[config.mk]
export PLATFORM = sky130hd
export DESIGN_NAME = mycpu_top
export DESIGN_NICKNAME = d
export VERILOG_FILES = /design/src/cpu_pkg.sv /design/src/alu.sv /design/src/cpu_datapath.sv /design/src/cpu_fsm.sv /design/src/inst_decoder.sv /design/src/mycpu_top.sv /design/src/regfile.sv
export SDC_FILE = /design/constraint.sdc
export NUM_CORES = 2
export LEC_CHECK = 0
export ABC_CLOCK_PERIOD_IN_PS = 13300
export BUFFER_PORTS_ARGS = -buffer_cell sky130_fd_sc_hd__buf_2
export CAP_MARGIN = 20
export CORE_ASPECT_RATIO = 2
export CORE_MARGIN = 8
export CORE_UTILIZATION = 40
export DETAILED_ROUTE_END_ITERATION = 10
export SKIP_LAST_GASP = 1
export SYNTH_ARGS = -nofsm -noshare
export SYNTH_HDL_FRONTEND = slang
export SYNTH_HIERARCHICAL = 1
export SYNTH_SLANG_ARGS = --single-unit
[constraint.sdc]
create_clock -name clk -period 13.3 [get_ports clk]
set_input_delay 1.33 -clock clk [delete_from_list [all_inputs] [get_ports clk]]
set_output_delay 1.33 -clock clk [all_outputs]
set_load 0.01 [all_outputs]
[src/cpu_pkg.sv]
package cpu_pkg;

    // **************************************************
    // widths and reset values
    // **************************************************

    localparam int xlen       = 32;  // data and address width
    localparam int reg_addr_w = 5;   // register number width
    localparam int num_regs   = 2 ** reg_addr_w;

    localparam logic [xlen-1:0] reset_pc = 32'h1c00_0000;  // first fetch address

    // **************************************************
    // control state encoding
    // **************************************************

    typedef enum logic [2:0] {
        st_fetch     = 3'd0,  // instruction address on the inst sram
        st_decode    = 3'd1,  // instruction word arrives, operands read, pc updated
        st_execute   = 3'd2,  // alu works, data sram strobed
        st_memory    = 3'd3,  // load data arrives
        st_writeback = 3'd4   // register file written and traced
    } cpu_state_t;

    // **************************************************
    // alu operation encoding
    // **************************************************

    typedef enum logic [3:0] {
        alu_add  = 4'd0,
        alu_sub  = 4'd1,
        alu_slt  = 4'd2,
        alu_sltu = 4'd3,
        alu_and  = 4'd4,
        alu_nor  = 4'd5,
        alu_or   = 4'd6,
        alu_xor  = 4'd7,
        alu_sll  = 4'd8,
        alu_srl  = 4'd9,
        alu_sra  = 4'd10,
        alu_lui  = 4'd11   // passes the second operand through
    } alu_op_t;

endpackage

[src/alu.sv]
`timescale 1ns/1ps

module alu import cpu_pkg::*; (
    input  alu_op_t         alu_op,
    input  logic [xlen-1:0] alu_src1,
    input  logic [xlen-1:0] alu_src2,
    output logic [xlen-1:0] alu_result
);

    logic [4:0] shamt;

    assign shamt = alu_src2[4:0];  // shifts use the low five bits only

    always_comb begin
        case (alu_op)
            alu_add: begin
                alu_result = alu_src1 + alu_src2;
            end
            alu_sub: begin
                alu_result = alu_src1 - alu_src2;
            end
            alu_slt: begin
                alu_result = {{(xlen-1){1'b0}}, $signed(alu_src1) < $signed(alu_src2)};
            end
            alu_sltu: begin
                alu_result = {{(xlen-1){1'b0}}, alu_src1 < alu_src2};
            end
            alu_and:  alu_result = alu_src1 & alu_src2;
            alu_nor:  alu_result = ~(alu_src1 | alu_src2);
            alu_or:   alu_result = alu_src1 | alu_src2;
            alu_xor:  alu_result = alu_src1 ^ alu_src2;
            alu_sll:  alu_result = alu_src1 << shamt;
            alu_srl:  alu_result = alu_src1 >> shamt;
            alu_sra: begin
                alu_result = $signed(alu_src1) >>> shamt;
            end
            alu_lui:  alu_result = alu_src2;  // immediate already shifted by the decoder
            default:  alu_result = '0;
        endcase
    end

endmodule

[src/cpu_datapath.sv]
`timescale 1ns/1ps

module cpu_datapath import cpu_pkg::*; (
    input  logic                  clk,
    input  logic                  reset,
    input  cpu_state_t            state,
    input  logic                  src1_is_pc,
    input  logic                  src2_is_imm,
    input  logic                  src_reg_is_rd,
    input  logic [xlen-1:0]       imm,
    input  logic [xlen-1:0]       br_offs,
    input  logic                  is_beq,
    input  logic                  is_bne,
    input  logic                  is_jirl,
    input  logic                  is_jump,
    input  logic                  mem_we,
    input  logic                  res_from_mem,
    input  logic                  gr_we,
    input  logic [reg_addr_w-1:0] dest,
    input  logic [reg_addr_w-1:0] rj,
    input  logic [reg_addr_w-1:0] rk,
    input  logic [reg_addr_w-1:0] rd,
    input  logic [xlen-1:0]       rf_rdata1,
    input  logic [xlen-1:0]       rf_rdata2,
    input  logic [xlen-1:0]       alu_result,
    input  logic [xlen-1:0]       inst_sram_rdata,
    input  logic [xlen-1:0]       data_sram_rdata,
    output logic [xlen-1:0]       inst,
    output logic [reg_addr_w-1:0] rf_raddr1,
    output logic [reg_addr_w-1:0] rf_raddr2,
    output logic                  rf_we,
    output logic [reg_addr_w-1:0] rf_waddr,
    output logic [xlen-1:0]       rf_wdata,
    output logic [xlen-1:0]       alu_src1,
    output logic [xlen-1:0]       alu_src2,
    output logic [xlen-1:0]       inst_sram_addr,
    output logic                  data_sram_we,
    output logic [xlen-1:0]       data_sram_addr,
    output logic [xlen-1:0]       data_sram_wdata,
    output logic [xlen-1:0]       debug_wb_pc,
    output logic [3:0]            debug_wb_rf_we,
    output logic [reg_addr_w-1:0] debug_wb_rf_wnum,
    output logic [xlen-1:0]       debug_wb_rf_wdata
);

    logic [xlen-1:0] pc;          // next fetch address once decode is done
    logic [xlen-1:0] inst_pc;     // pc of the instruction in flight
    logic [xlen-1:0] inst_q;
    logic [xlen-1:0] rj_value;
    logic [xlen-1:0] rkd_value;
    logic [xlen-1:0] alu_res_q;
    logic [xlen-1:0] mem_result;
    logic [xlen-1:0] seq_pc;
    logic [xlen-1:0] br_target;
    logic            rj_eq_rd;
    logic            br_taken;

    // the sram word is only valid in decode, later states use the captured copy
    assign inst           = (state == st_decode) ? inst_sram_rdata : inst_q;
    assign inst_sram_addr = pc;

    assign rf_raddr1 = rj;
    assign rf_raddr2 = src_reg_is_rd ? rd : rk;

    // **************************************************
    // branch resolution in decode
    // **************************************************

    assign seq_pc    = pc + xlen'(4);
    assign rj_eq_rd  = (rf_rdata1 == rf_rdata2);
    assign br_taken  = is_jump || is_jirl || (is_beq && rj_eq_rd) || (is_bne && !rj_eq_rd);
    assign br_target = (is_jirl ? rf_rdata1 : pc) + br_offs;

    always_ff @(posedge clk) begin
        if (reset) begin
            pc <= reset_pc;
        end else if (state == st_decode) begin
            pc <= br_taken ? br_target : seq_pc;
        end
    end

    always_ff @(posedge clk) begin
        if (state == st_decode) begin
            inst_q    <= inst_sram_rdata;
            inst_pc   <= pc;
            rj_value  <= rf_rdata1;
            rkd_value <= rf_rdata2;
        end
        if (state == st_execute) begin
            alu_res_q <= alu_result;
        end
        if (state == st_memory) begin
            mem_result <= data_sram_rdata;
        end
    end

    assign alu_src1 = src1_is_pc ? inst_pc : rj_value;  // pc + 4 for the link
    assign alu_src2 = src2_is_imm ? imm : rkd_value;

    assign data_sram_we    = (state == st_execute) && mem_we;
    assign data_sram_addr  = alu_result;
    assign data_sram_wdata = rkd_value;

    assign rf_we    = (state == st_writeback) && gr_we;
    assign rf_waddr = dest;
    assign rf_wdata = res_from_mem ? mem_result : alu_res_q;

    assign debug_wb_pc       = inst_pc;
    assign debug_wb_rf_we    = {4{rf_we}};
    assign debug_wb_rf_wnum  = rf_waddr;
    assign debug_wb_rf_wdata = rf_wdata;

endmodule

[src/cpu_fsm.sv]
`timescale 1ns/1ps

module cpu_fsm import cpu_pkg::*; (
    input  logic       clk,
    input  logic       reset,
    input  logic       is_branch_only,
    input  logic       is_mem,
    input  logic       is_load,
    output cpu_state_t state
);

    cpu_state_t next_state;

    always_ff @(posedge clk) begin
        if (reset) begin
            state <= st_fetch;
        end else begin
            state <= next_state;
        end
    end

    // **************************************************
    // next state, one cycle per state
    // **************************************************

    always_comb begin
        case (state)
            st_fetch: begin
                next_state = st_decode;
            end
            st_decode: begin
                // branches finish once the pc is updated
                next_state = is_branch_only ? st_fetch : st_execute;
            end
            st_execute: begin
                next_state = is_mem ? st_memory : st_writeback;
            end
            st_memory: begin
                next_state = is_load ? st_writeback : st_fetch;  // a store ends here
            end
            st_writeback: begin
                next_state = st_fetch;
            end
            default: begin
                next_state = st_fetch;  // recover from unused encodings
            end
        endcase
    end

endmodule

[src/inst_decoder.sv]
`timescale 1ns/1ps

module inst_decoder import cpu_pkg::*; (
    input  logic [xlen-1:0]       inst,
    output alu_op_t               alu_op,
    output logic                  src1_is_pc,
    output logic                  src2_is_imm,
    output logic                  src_reg_is_rd,
    output logic [xlen-1:0]       imm,
    output logic [xlen-1:0]       br_offs,
    output logic                  is_beq,
    output logic                  is_bne,
    output logic                  is_jirl,
    output logic                  is_jump,
    output logic                  is_branch_only,
    output logic                  is_mem,
    output logic                  is_load,
    output logic                  mem_we,
    output logic                  res_from_mem,
    output logic                  gr_we,
    output logic [reg_addr_w-1:0] dest,
    output logic [reg_addr_w-1:0] rj,
    output logic [reg_addr_w-1:0] rk,
    output logic [reg_addr_w-1:0] rd
);

    logic [5:0]  op_31_26;
    logic [3:0]  op_25_22;
    logic [1:0]  op_21_20;
    logic [4:0]  op_19_15;
    logic [11:0] i12;
    logic [19:0] i20;
    logic [15:0] i16;
    logic [25:0] i26;
    logic        op_3r;
    logic        op_shift;
    logic        inst_add_w, inst_sub_w, inst_slt, inst_sltu;
    logic        inst_nor, inst_and, inst_or, inst_xor;
    logic        inst_slli_w, inst_srli_w, inst_srai_w;
    logic        inst_addi_w, inst_lu12i_w, inst_ld_w, inst_st_w;
    logic        inst_jirl, inst_b, inst_bl;

    assign op_31_26 = inst[31:26];
    assign op_25_22 = inst[25:22];
    assign op_21_20 = inst[21:20];
    assign op_19_15 = inst[19:15];
    assign rd       = inst[4:0];
    assign rj       = inst[9:5];
    assign rk       = inst[14:10];
    assign i12      = inst[21:10];
    assign i20      = inst[24:5];
    assign i16      = inst[25:10];
    assign i26      = {inst[9:0], inst[25:10]};  // offs[15:0] sits above offs[25:16]

    assign op_3r    = (op_31_26 == 6'h00) && (op_25_22 == 4'h0) && (op_21_20 == 2'h1);
    assign op_shift = (op_31_26 == 6'h00) && (op_25_22 == 4'h1) && (op_21_20 == 2'h0);

    assign inst_add_w   = op_3r && (op_19_15 == 5'h00);
    assign inst_sub_w   = op_3r && (op_19_15 == 5'h02);
    assign inst_slt     = op_3r && (op_19_15 == 5'h04);
    assign inst_sltu    = op_3r && (op_19_15 == 5'h05);
    assign inst_nor     = op_3r && (op_19_15 == 5'h08);
    assign inst_and     = op_3r && (op_19_15 == 5'h09);
    assign inst_or      = op_3r && (op_19_15 == 5'h0a);
    assign inst_xor     = op_3r && (op_19_15 == 5'h0b);
    assign inst_slli_w  = op_shift && (op_19_15 == 5'h01);
    assign inst_srli_w  = op_shift && (op_19_15 == 5'h09);
    assign inst_srai_w  = op_shift && (op_19_15 == 5'h11);
    assign inst_addi_w  = (op_31_26 == 6'h00) && (op_25_22 == 4'ha);
    assign inst_ld_w    = (op_31_26 == 6'h0a) && (op_25_22 == 4'h2);
    assign inst_st_w    = (op_31_26 == 6'h0a) && (op_25_22 == 4'h6);
    assign inst_lu12i_w = (op_31_26 == 6'h05) && !inst[25];
    assign inst_jirl    = (op_31_26 == 6'h13);
    assign inst_b       = (op_31_26 == 6'h14);
    assign inst_bl      = (op_31_26 == 6'h15);
    assign is_beq       = (op_31_26 == 6'h16);
    assign is_bne       = (op_31_26 == 6'h17);

    always_comb begin
        alu_op = alu_add;  // loads, stores and links all add
        if (inst_sub_w)   alu_op = alu_sub;
        if (inst_slt)     alu_op = alu_slt;
        if (inst_sltu)    alu_op = alu_sltu;
        if (inst_and)     alu_op = alu_and;
        if (inst_nor)     alu_op = alu_nor;
        if (inst_or)      alu_op = alu_or;
        if (inst_xor)     alu_op = alu_xor;
        if (inst_slli_w)  alu_op = alu_sll;
        if (inst_srli_w)  alu_op = alu_srl;
        if (inst_srai_w)  alu_op = alu_sra;
        if (inst_lu12i_w) alu_op = alu_lui;
    end

    // the link value is pc + 4, so jirl and bl take the constant 4 as immediate
    assign imm = (inst_jirl || inst_bl) ? xlen'(4) :
                 inst_lu12i_w          ? {i20, 12'b0} :
                                         {{20{i12[11]}}, i12};

    assign br_offs = (inst_b || inst_bl) ? {{4{i26[25]}}, i26, 2'b0} :
                                           {{14{i16[15]}}, i16, 2'b0};

    assign is_jirl        = inst_jirl;
    assign is_jump        = inst_b || inst_bl;
    assign is_branch_only = inst_b || is_beq || is_bne;
    assign is_mem         = inst_ld_w || inst_st_w;
    assign is_load        = inst_ld_w;
    assign mem_we         = inst_st_w;
    assign res_from_mem   = inst_ld_w;
    assign src1_is_pc     = inst_jirl || inst_bl;
    assign src_reg_is_rd  = is_beq || is_bne || inst_st_w;
    assign src2_is_imm    = inst_slli_w || inst_srli_w || inst_srai_w || inst_addi_w
                          || inst_ld_w || inst_st_w || inst_lu12i_w || inst_jirl || inst_bl;

    // unknown encodings match none of these and retire without a write
    assign gr_we = inst_add_w || inst_sub_w || inst_slt || inst_sltu || inst_nor
                 || inst_and || inst_or || inst_xor || inst_slli_w || inst_srli_w
                 || inst_srai_w || inst_addi_w || inst_lu12i_w || inst_ld_w
                 || inst_jirl || inst_bl;
    assign dest  = inst_bl ? reg_addr_w'(1) : rd;

endmodule

[src/mycpu_top.sv]
`timescale 1ns/1ps

module mycpu_top import cpu_pkg::*; (
    input  logic                  clk,
    input  logic                  reset,
    output logic                  inst_sram_we,
    output logic [xlen-1:0]       inst_sram_addr,
    output logic [xlen-1:0]       inst_sram_wdata,
    input  logic [xlen-1:0]       inst_sram_rdata,
    output logic                  data_sram_we,
    output logic [xlen-1:0]       data_sram_addr,
    output logic [xlen-1:0]       data_sram_wdata,
    input  logic [xlen-1:0]       data_sram_rdata,
    output logic [xlen-1:0]       debug_wb_pc,
    output logic [3:0]            debug_wb_rf_we,
    output logic [reg_addr_w-1:0] debug_wb_rf_wnum,
    output logic [xlen-1:0]       debug_wb_rf_wdata
);

    cpu_state_t            state;
    alu_op_t               alu_op;
    logic [xlen-1:0]       inst;
    logic [xlen-1:0]       imm;
    logic [xlen-1:0]       br_offs;
    logic                  src1_is_pc, src2_is_imm, src_reg_is_rd;
    logic                  is_beq, is_bne, is_jirl, is_jump;
    logic                  is_branch_only, is_mem, is_load;
    logic                  mem_we, res_from_mem, gr_we;
    logic [reg_addr_w-1:0] dest, rj, rk, rd;
    logic [reg_addr_w-1:0] rf_raddr1, rf_raddr2, rf_waddr;
    logic [xlen-1:0]       rf_rdata1, rf_rdata2, rf_wdata;
    logic                  rf_we;
    logic [xlen-1:0]       alu_src1, alu_src2, alu_result;

    assign inst_sram_we    = 1'b0;  // instruction memory is read only
    assign inst_sram_wdata = '0;

    cpu_fsm u_fsm (
        .clk(clk), .reset(reset), .is_branch_only(is_branch_only),
        .is_mem(is_mem), .is_load(is_load), .state(state)
    );

    inst_decoder u_decoder (
        .inst(inst), .alu_op(alu_op), .src1_is_pc(src1_is_pc), .src2_is_imm(src2_is_imm),
        .src_reg_is_rd(src_reg_is_rd), .imm(imm), .br_offs(br_offs), .is_beq(is_beq),
        .is_bne(is_bne), .is_jirl(is_jirl), .is_jump(is_jump),
        .is_branch_only(is_branch_only), .is_mem(is_mem), .is_load(is_load),
        .mem_we(mem_we), .res_from_mem(res_from_mem), .gr_we(gr_we), .dest(dest),
        .rj(rj), .rk(rk), .rd(rd)
    );

    regfile u_regfile (
        .clk(clk), .raddr1(rf_raddr1), .raddr2(rf_raddr2), .we(rf_we),
        .waddr(rf_waddr), .wdata(rf_wdata), .rdata1(rf_rdata1), .rdata2(rf_rdata2)
    );

    alu u_alu (
        .alu_op(alu_op), .alu_src1(alu_src1), .alu_src2(alu_src2), .alu_result(alu_result)
    );

    cpu_datapath u_datapath (
        .clk(clk), .reset(reset), .state(state), .src1_is_pc(src1_is_pc),
        .src2_is_imm(src2_is_imm), .src_reg_is_rd(src_reg_is_rd), .imm(imm),
        .br_offs(br_offs), .is_beq(is_beq), .is_bne(is_bne), .is_jirl(is_jirl),
        .is_jump(is_jump), .mem_we(mem_we), .res_from_mem(res_from_mem), .gr_we(gr_we),
        .dest(dest), .rj(rj), .rk(rk), .rd(rd), .rf_rdata1(rf_rdata1),
        .rf_rdata2(rf_rdata2), .alu_result(alu_result), .inst_sram_rdata(inst_sram_rdata),
        .data_sram_rdata(data_sram_rdata), .inst(inst), .rf_raddr1(rf_raddr1),
        .rf_raddr2(rf_raddr2), .rf_we(rf_we), .rf_waddr(rf_waddr), .rf_wdata(rf_wdata),
        .alu_src1(alu_src1), .alu_src2(alu_src2), .inst_sram_addr(inst_sram_addr),
        .data_sram_we(data_sram_we), .data_sram_addr(data_sram_addr),
        .data_sram_wdata(data_sram_wdata), .debug_wb_pc(debug_wb_pc),
        .debug_wb_rf_we(debug_wb_rf_we), .debug_wb_rf_wnum(debug_wb_rf_wnum),
        .debug_wb_rf_wdata(debug_wb_rf_wdata)
    );

endmodule

[src/regfile.sv]
`timescale 1ns/1ps

module regfile import cpu_pkg::*; (
    input  logic                  clk,
    input  logic [reg_addr_w-1:0] raddr1,
    input  logic [reg_addr_w-1:0] raddr2,
    input  logic                  we,
    input  logic [reg_addr_w-1:0] waddr,
    input  logic [xlen-1:0]       wdata,
    output logic [xlen-1:0]       rdata1,
    output logic [xlen-1:0]       rdata2
);

    logic [xlen-1:0] regs [num_regs];

    always_ff @(posedge clk) begin
        if (we && (waddr != '0)) begin
            regs[waddr] <= wdata;  // writes to r0 are dropped
        end
    end

    assign rdata1 = (raddr1 == '0) ? '0 : regs[raddr1];
    assign rdata2 = (raddr2 == '0) ? '0 : regs[raddr2];

endmodule

; ---- Yosys cells after proc, flatten, opt, wreduce, memory -nomap -nowiden
; Memory sizes are Yosys's and may differ from the RTL's.
; Cells that the tools add are included.
[totals]
reg_bits = 227
mem_bits_rw = 1024
inputBits = 66
output_inout_bits = 203
word_cells = 158
memories = 1
[mem_list]
columns = memory, depth, width, rd, rd_ports_with_merged_regs, wr, line
row1 = u_regfile.regs, 32, 32, 2, 0, 1, regfile.sv:14  ; logic [xlen-1:0] regs [num_regs];
[op_classes]
add_sub_neg = 4
order_cmp = 2
eq_ne = 37
shifts = 3
mux = 31
bitwise_logic = 4
reduce_logical = 68
[op_table]
columns = op, count
row1 = $pmux W32 S12, 1
row2 = $mux W32, 11
row3 = $add A32 B32 Y32, 2
row4 = $lt A32 B32 Y1, 2
row5 = $logic_or A1 B1 Y1, 33
row6 = $add A32 B3 Y32 const B, 1
row7 = $and A32 B32 Y32, 1
row8 = $eq A32 B32 Y1, 1
row9 = $not A32 Y32, 1
row10 = $or A32 B32 Y32, 1
row11 = $shl A32 B5 Y32, 1
row12 = $shr A32 B5 Y32, 1
row13 = $sshr A32 B5 Y32, 1
row14 = $sub A32 B32 Y32, 1
row15 = $xor A32 B32 Y32, 1
row16 = $eq A6 B5 Y1 const B, 5
row17 = $logic_and A1 B1 Y1, 24
row18 = $eq A4 B3 Y1 const B, 5
row19 = $eq A4 B4 Y1 const B, 5
row20 = $eq A5 B4 Y1 const B, 4
row21 = $mux W3, 6
row22 = $mux W4, 4
row23 = $logic_not A5 Y1, 3
row24 = $eq A4 B2 Y1 const B, 3
row25 = other kinds (21), 31

; ---- Logic depth before layout (Yosys ltp)
[logic_depth]
depth_word = 25
ltp_mapped = 31
ltp_nobuf = 21

; ---- Hierarchy
; The synthesis kept the hierarchy.
[modules_own_cells]
columns = mod, instances, cells_each, area_each_um2, seq_area_each_um2
row1 = regfile, 1, 2564, 47929.7, 30749.5
row2 = cpu_datapath, 1, 1099, 12047.8, 6085.8
row3 = alu, 1, 1313, 9185.1, 0.0
row4 = inst_decoder, 1, 153, 1018.5, 0.0
row5 = mycpu_top, 1, 34, 251.5, 0.0
row6 = cpu_fsm, 1, 12, 130.1, 60.1

; ---- Worst setup path after synthesis
; No wires, ideal clock.
[synth_timing]
kind = reg2out
startpoint = register u_fsm.state[0]
endpoint = output port data_sram_addr[21]
arrival_ns = 9.875
required_ns = 11.970
path_slack_ns = 2.095
path_stages_with_launch = 32
n_path_buf = 11
path_cell_list = dfxtp_1 or3b_2 clkbuf_1 inv_1 clkbuf_1 clkbuf_1 nand2_1 nand2_1 nor4bb_1 and2_1 clkbuf_1 nor2_1 nand3_1 clkbuf_1 buf_1 mux2_2 inv_1 buf_2 buf_2 buf_2 buf_1 ha_1 nor3_1 o21ai_0 a31oi_1 o21ai_0 o311a_1 o21ba_2 a211oi_1 a21oi_1 or3_1 buf_4
[synth_between]
elab_cells_between_ends = 88
cone_classes = add/sub (2) / eq/ne (30) / shift (3) / mux (17) / bitwise (4) / reduce/logical (32)
[synth_rtl]
columns = item, line
row1 = from (decl), cpu_fsm.sv:9  ; output cpu_state_t state
row2 = from (signal assigned), cpu_fsm.sv:16  ; state <= st_fetch;
row3 = from (signal assigned), cpu_fsm.sv:18  ; state <= next_state;
row4 = $eq A3 B1 Y1 (*), cpu_datapath.sv:59  ; assign inst = (state == st_decode) ? inst_sram_rdata : inst_q;
row5 = $mux W32 (*), cpu_datapath.sv:59
row6 = via inst[30], mycpu_top.sv:22  ; logic [xlen-1:0] inst;
row7 = $eq A6 B5 Y1 (on tied branches), "inst_decoder.sv:73, inst_decoder.sv:75"
row8 = $logic_or A1 B1 Y1 (*), inst_decoder.sv:109  ; assign src1_is_pc = inst_jirl || inst_bl;
row9 = via src1_is_pc, mycpu_top.sv:25  ; logic src1_is_pc, src2_is_imm, src_reg_is_rd;
row10 = $mux W32 (*), inst_decoder.sv:95  ; assign imm = (inst_jirl || inst_bl) ? xlen'(4) :
row11 = $mux W32 (*), cpu_datapath.sv:98  ; assign alu_src2 = src2_is_imm ? imm : rkd_value;
row12 = via alu_src2[2], mycpu_top.sv:33  ; logic [xlen-1:0] alu_src1, alu_src2, alu_result;
row13 = "$sub A32 B32 Y32, or another cell as far along", alu.sv:20  ; alu_result = alu_src1 - alu_src2;
row14 = $pmux W32 S12 (*), alu.sv:15  ; case (alu_op)
row15 = to (decl), mycpu_top.sv:11  ; output logic [xlen-1:0] data_sram_addr,
; The timed path passes the listed nets; every way through them passes the cells marked *.

; ---- Final worst setup path
[layout_timing]
startpoint = register u_fsm.state[0]
endpoint = output port data_sram_addr[24]
[layout_between]
elab_cells_between_ends = 88
cone_classes = add/sub (2) / eq/ne (30) / shift (3) / mux (17) / bitwise (4) / reduce/logical (32)
[layout_rtl]
columns = item, line
row1 = $eq A3 B1 Y1 (*), cpu_datapath.sv:59
row2 = $mux W32 (*), cpu_datapath.sv:59
row3 = via inst[17], mycpu_top.sv:22
row4 = $eq A5 B1 Y1 or $eq A5 B4 Y1 (tied branches), "inst_decoder.sv:66, inst_decoder.sv:67"
row5 = $logic_and A1 B1 Y1 (on tied branches), "inst_decoder.sv:66, inst_decoder.sv:67"
row6 = $logic_or A1 B1 Y1, inst_decoder.sv:111  ; assign src2_is_imm = inst_slli_w || inst_srli_w || inst_srai_w || inst_addi_w
row7 = $logic_or A1 B1 Y1 (*) (2 in series), inst_decoder.sv:111
row8 = $logic_or A1 B1 Y1 (*) (5 in series), inst_decoder.sv:112  ; || inst_ld_w || inst_st_w || inst_lu12i_w || inst_jirl || inst_bl;
row9 = via src2_is_imm, mycpu_top.sv:25
row10 = $mux W32 (*), cpu_datapath.sv:98
row11 = via alu_src2[0], mycpu_top.sv:33
row12 = "$sub A32 B32 Y32, or another cell as far along", alu.sv:20
row13 = $pmux W32 S12 (*), alu.sv:15
; Marked as above.

==> flow_metrics.py <==
metrics = {
    "detailed_routing": {
        "antenna_left": 0,
        "routed_wl_um": 306000,
        "drt_iter0_markers": 7257,
        "wl_per_cell_um": 40.0,
        "dr_total_vias": 52455,
        "drc": 0,
        "post_drt_via_cell_ratio": 6.87,
        "firstDrtPassIters": 8,
    },
    "grt": {
        "grt_pass1_wl_um": 415000,
        "grt_max_degree": 73,
        "grt_pass1_vias": 52184,
        "grt_overflow_total": 0,
        "antenna_found_initial": 31,
        "grt.total_usage": 0.308,
    },
    "cells_and_area": {
        "drive_gt1_frac": 0.240,
        "fin_nets": 5425,
        "instances_no_fill": 7635,
        "area_growth_syn_to_layout_pct": 9.78,
        "fill_cells": 15803,
    },
    "clock_network": {
        "cts_resized": 0,
        "cts_buffers": 103,
        "clkTransAtPathRegs_ns": 0.07,
        "cts-root-buf": "clkbuf_16",
        "cts_sinks": 1251,
        "cts_max_path_buffers": 3,
        "cts_tree": "yes",
        "postCtsHoldBufs": 0,
        "post_cts_buffers": 0,
        "clock_latency_ns": 0.76,
        "htreeDepth": 3,
    },
    "yosys": {
        "synth-simple-area-share": 0.0693,
        "synthXorXnorAreaFrac": 0.00707,
        "synthAdderAreaFrac": 0.0241,
        "synthMuxAreaShare": 0.219,
        "yosys-top-cells-area": "edfxtp_1, mux4_2, mux2i_1, mux2_2, ha_1",
        "synth_top_family_by_area": "multiplexers",
        "netlist_area_mm2": 0.0706,
        "synthDistinctLibCells": 101,
        "synth.most_common_cell": "edfxtp_1",
        "ys.flop_type": "edfxtp_1",
        "ys_ff_latch": 1251,
        "ys_warn_count": 6,
        "synth_top_area_share": 0.504,
        "syn_inst": 5175,
        "synth_top_cells_by_count": "edfxtp_1, mux2i_1, mux4_2, nand2_1, nor2_1",
        "synth_area_leader_cell": "edfxtp_1",
        "syn_avg_cell_area_um2": 13.6,
        "synth_async_sr_flop_share": 0,
        "synth-compound-area-share": 0.108,
        "yosysSeqAreaShare": 0.523,
        "synth_edf_count": 1184,
    },
    "floorplanning": {
        "fp.dieArea_mm2": 0.191,
        "initial_core_util": 0.401,
        "dieWidth_um": 313,
        "rows": 218,
        "core-area_mm2": 0.176,
        "die_h_um": 610,
        "io_pins": 269,
    },
    "timing": {
        "drv_slew": 2,
        "timing.clock.skew_ns": 0.0426,
        "holdWs_ns": 0.533,
        "post-route-min-period_ns": 11.11,
        "setup_tns_ns": 0,
        "fmax_mhz": 90.0,
        "relSlewSlack": -0.0472,
        "worstMarginPinSlew_ns": 1.57,
        "rsz0062_at_grt": "no",
        "final.period_utilization": 0.835,
        "finalHoldViolations": 0,
        "setup_viol": 0,
    },
    "worst_setup_path": {
        "worstPathArrival_ns": 9.78,
        "reg2regPathDepth": 24,
        "crit_type": "reg -> out",
        "endpoint_kind": "output pin",
        "r2r_setup_slack_ns": 2.23,
        "path_max_fanout": 72,
        "max_stage_delay_ns": 0.88,
        "critPathMostFrequentCell": "nand2_1",
        "slowest_stage": "buf_4",
        "crit_chain": "or3b_2 > inv_6 > buf_4 > nand2_1 > nand2_1 > nand2b_1 > nor4b_1 > nand3_1 > nand3_2 > mux2_4 > ha_1 > inv_1 > fa_1 > nand2b_1 > a21oi_1 > o21bai_1 > nand2_1 > a311o_1 > a221oi_1 > or2_2 > a311oi_1 > o31a_1 > buf_2",
        "startpoint_type": "flop",
        "cp.required_ns": 11.97,
        "rr_startpoint": "u_fsm/state[0]",
        "r2r-end": "u_datapath/inst_sram_addr[20]",
        "cp-startpoint": "u_fsm/state[0]",
    },
    "flow_run": {
        "maxCapViolations": 0,
    },
    "place": {
        "dp.final_hpwl_um": 208000,
        "placed_cells": 7426,
        "gp_congestion": 1.08,
        "numPortBuffers": 235,
    },
    "power_and_ir_drop": {
        "irDropWorstVdd_uv": 177,
        "power_density_mw_per_mm2": 224,
        "leakage_uw": 0.0264,
    },
    "min_path": {
        "whs_path_depth": 0,
        "min_from": "u_datapath/inst_sram_addr[26]",
        "whs_endpoint": "u_datapath/debug_wb_pc[26]",
        "hold_class": "reg -> reg",
    },
    "status": {
        "violations": "slew limit",
        "status": "finished with violations",
    },
}
-- cells in the final DEF, fill, tap and decap left out, types with 73 or more instances in the layout --
cell       netlist  layout
clkbuf_16        0     103
buf_4          205     165
mux2_2         204     199
buf_2           79     239
edfxtp_1      1184    1184
a211oi_1        88      88
nand2_1        350     345
inv_1          114     110
mux4_2         350     350
a21oi_1        206     206
o221ai_1        73      73
o21ai_0        210     208
ha_1           131     131
nor2_1         243     210
mux2i_1        359     359
-- area by class of cell --
class | count | area (µm²) | share of cell area
well taps | 2310 | 2890 | 0.0373
inverters | 116 | 442 | 0.00570
flip-flops and latches | 1251 | 36900 | 0.476
multi-input cells | 3338 | 31000 | 0.400
clock inverters | 69 | 928 | 0.0120
clock buffers | 120 | 2670 | 0.0345
diodes | 16 | 40.0 | 0.000517
repair buffers | 415 | 2600 | 0.0336
-- worst max-delay path, delay by kind of cell, from the launching register on --
| kind | cells | cell delay [ns] |
|---|---|---|
| AOI/OAI and AO/OA | 6 | 2.05 |
| adders and majority gates | 2 | 1.25 |
| buffers and inverters | 4 | 1.72 |
| DFF | 1 | 0.47 |
| muxes | 1 | 0.63 |
| and+or+nand+nor | 10 | 2.79 |
-- report_power, final --
part | total (µW) | switching, µW | internal [µW]
Combinational | 9230 | 6240 | 2990
Clock | 3320 | 1520 | 1810
Sequential | 4830 | 153 | 4680
Total | 17400 | 7910 | 9470
-- how the worst max path moves through the flow --
stage | endpoint | slack [ns]
2_1_floorplan | data_sram_addr[21] | 2.10
3_3_place_gp | u_datapath/inst_sram_addr[28] | 2.44
3_5_place_dp | u_datapath/inst_sram_addr[28] | 2.32
4_1_cts | u_datapath/inst_sram_addr[28] | 2.31
5_1_grt | u_datapath/inst_sram_addr[20] | 1.98
6_report | data_sram_addr[24] | 2.19
-- cell families after synthesis --
group / count (synthesis)
mux: 977
fa+ha+maj: 134
compound gates: 1083
buf+inv: 650
other cells: 3
flops: 1251
xor+xnor: 57
simple gates: 1020
-- flip-flops by register name, summed over array words and instances (netlist names) --
register                    cells
u_regfile/regs               1024
u_datapath/alu_res_q           32
u_datapath/data_sram_wdata     32
u_datapath/debug_wb_pc         32
u_datapath/inst_q              32
u_datapath/inst_sram_addr      32
u_datapath/mem_result          32
u_datapath/rj_value            32
u_fsm/state                     3
-- stage by stage --
stage                     power [µW]  area, µm²   util  worst slack [ns]
after detailed placement       13700      73800  0.419              2.32
final                          17400      77500  0.440              2.19
after floorplan                10400      70800      -              2.10
after global placement         13700      73700  0.419              2.44
after global routing           17700      77400  0.440              1.98
after CTS                      17000      77400  0.440              2.31
-- routing by layer --
| layer | part of all wire | track usage | up-vias | wire [µm] |
|---|---|---|---|---|
| met2 | 0.49 | 0.524 | 3894 | 149000 |
| li1 | - | - | 20635 | - |
| met1 | 0.29 | 0.296 | 26376 | 90200 |
| met3 | 0.082 | 0.0634 | 1532 | 25200 |
| met5 | 0.00038 | 0 | - | 116 |
| met4 | 0.13 | 0.328 | 18 | 41000 |
Note: power is estimated with default switching activity, not from simulation.
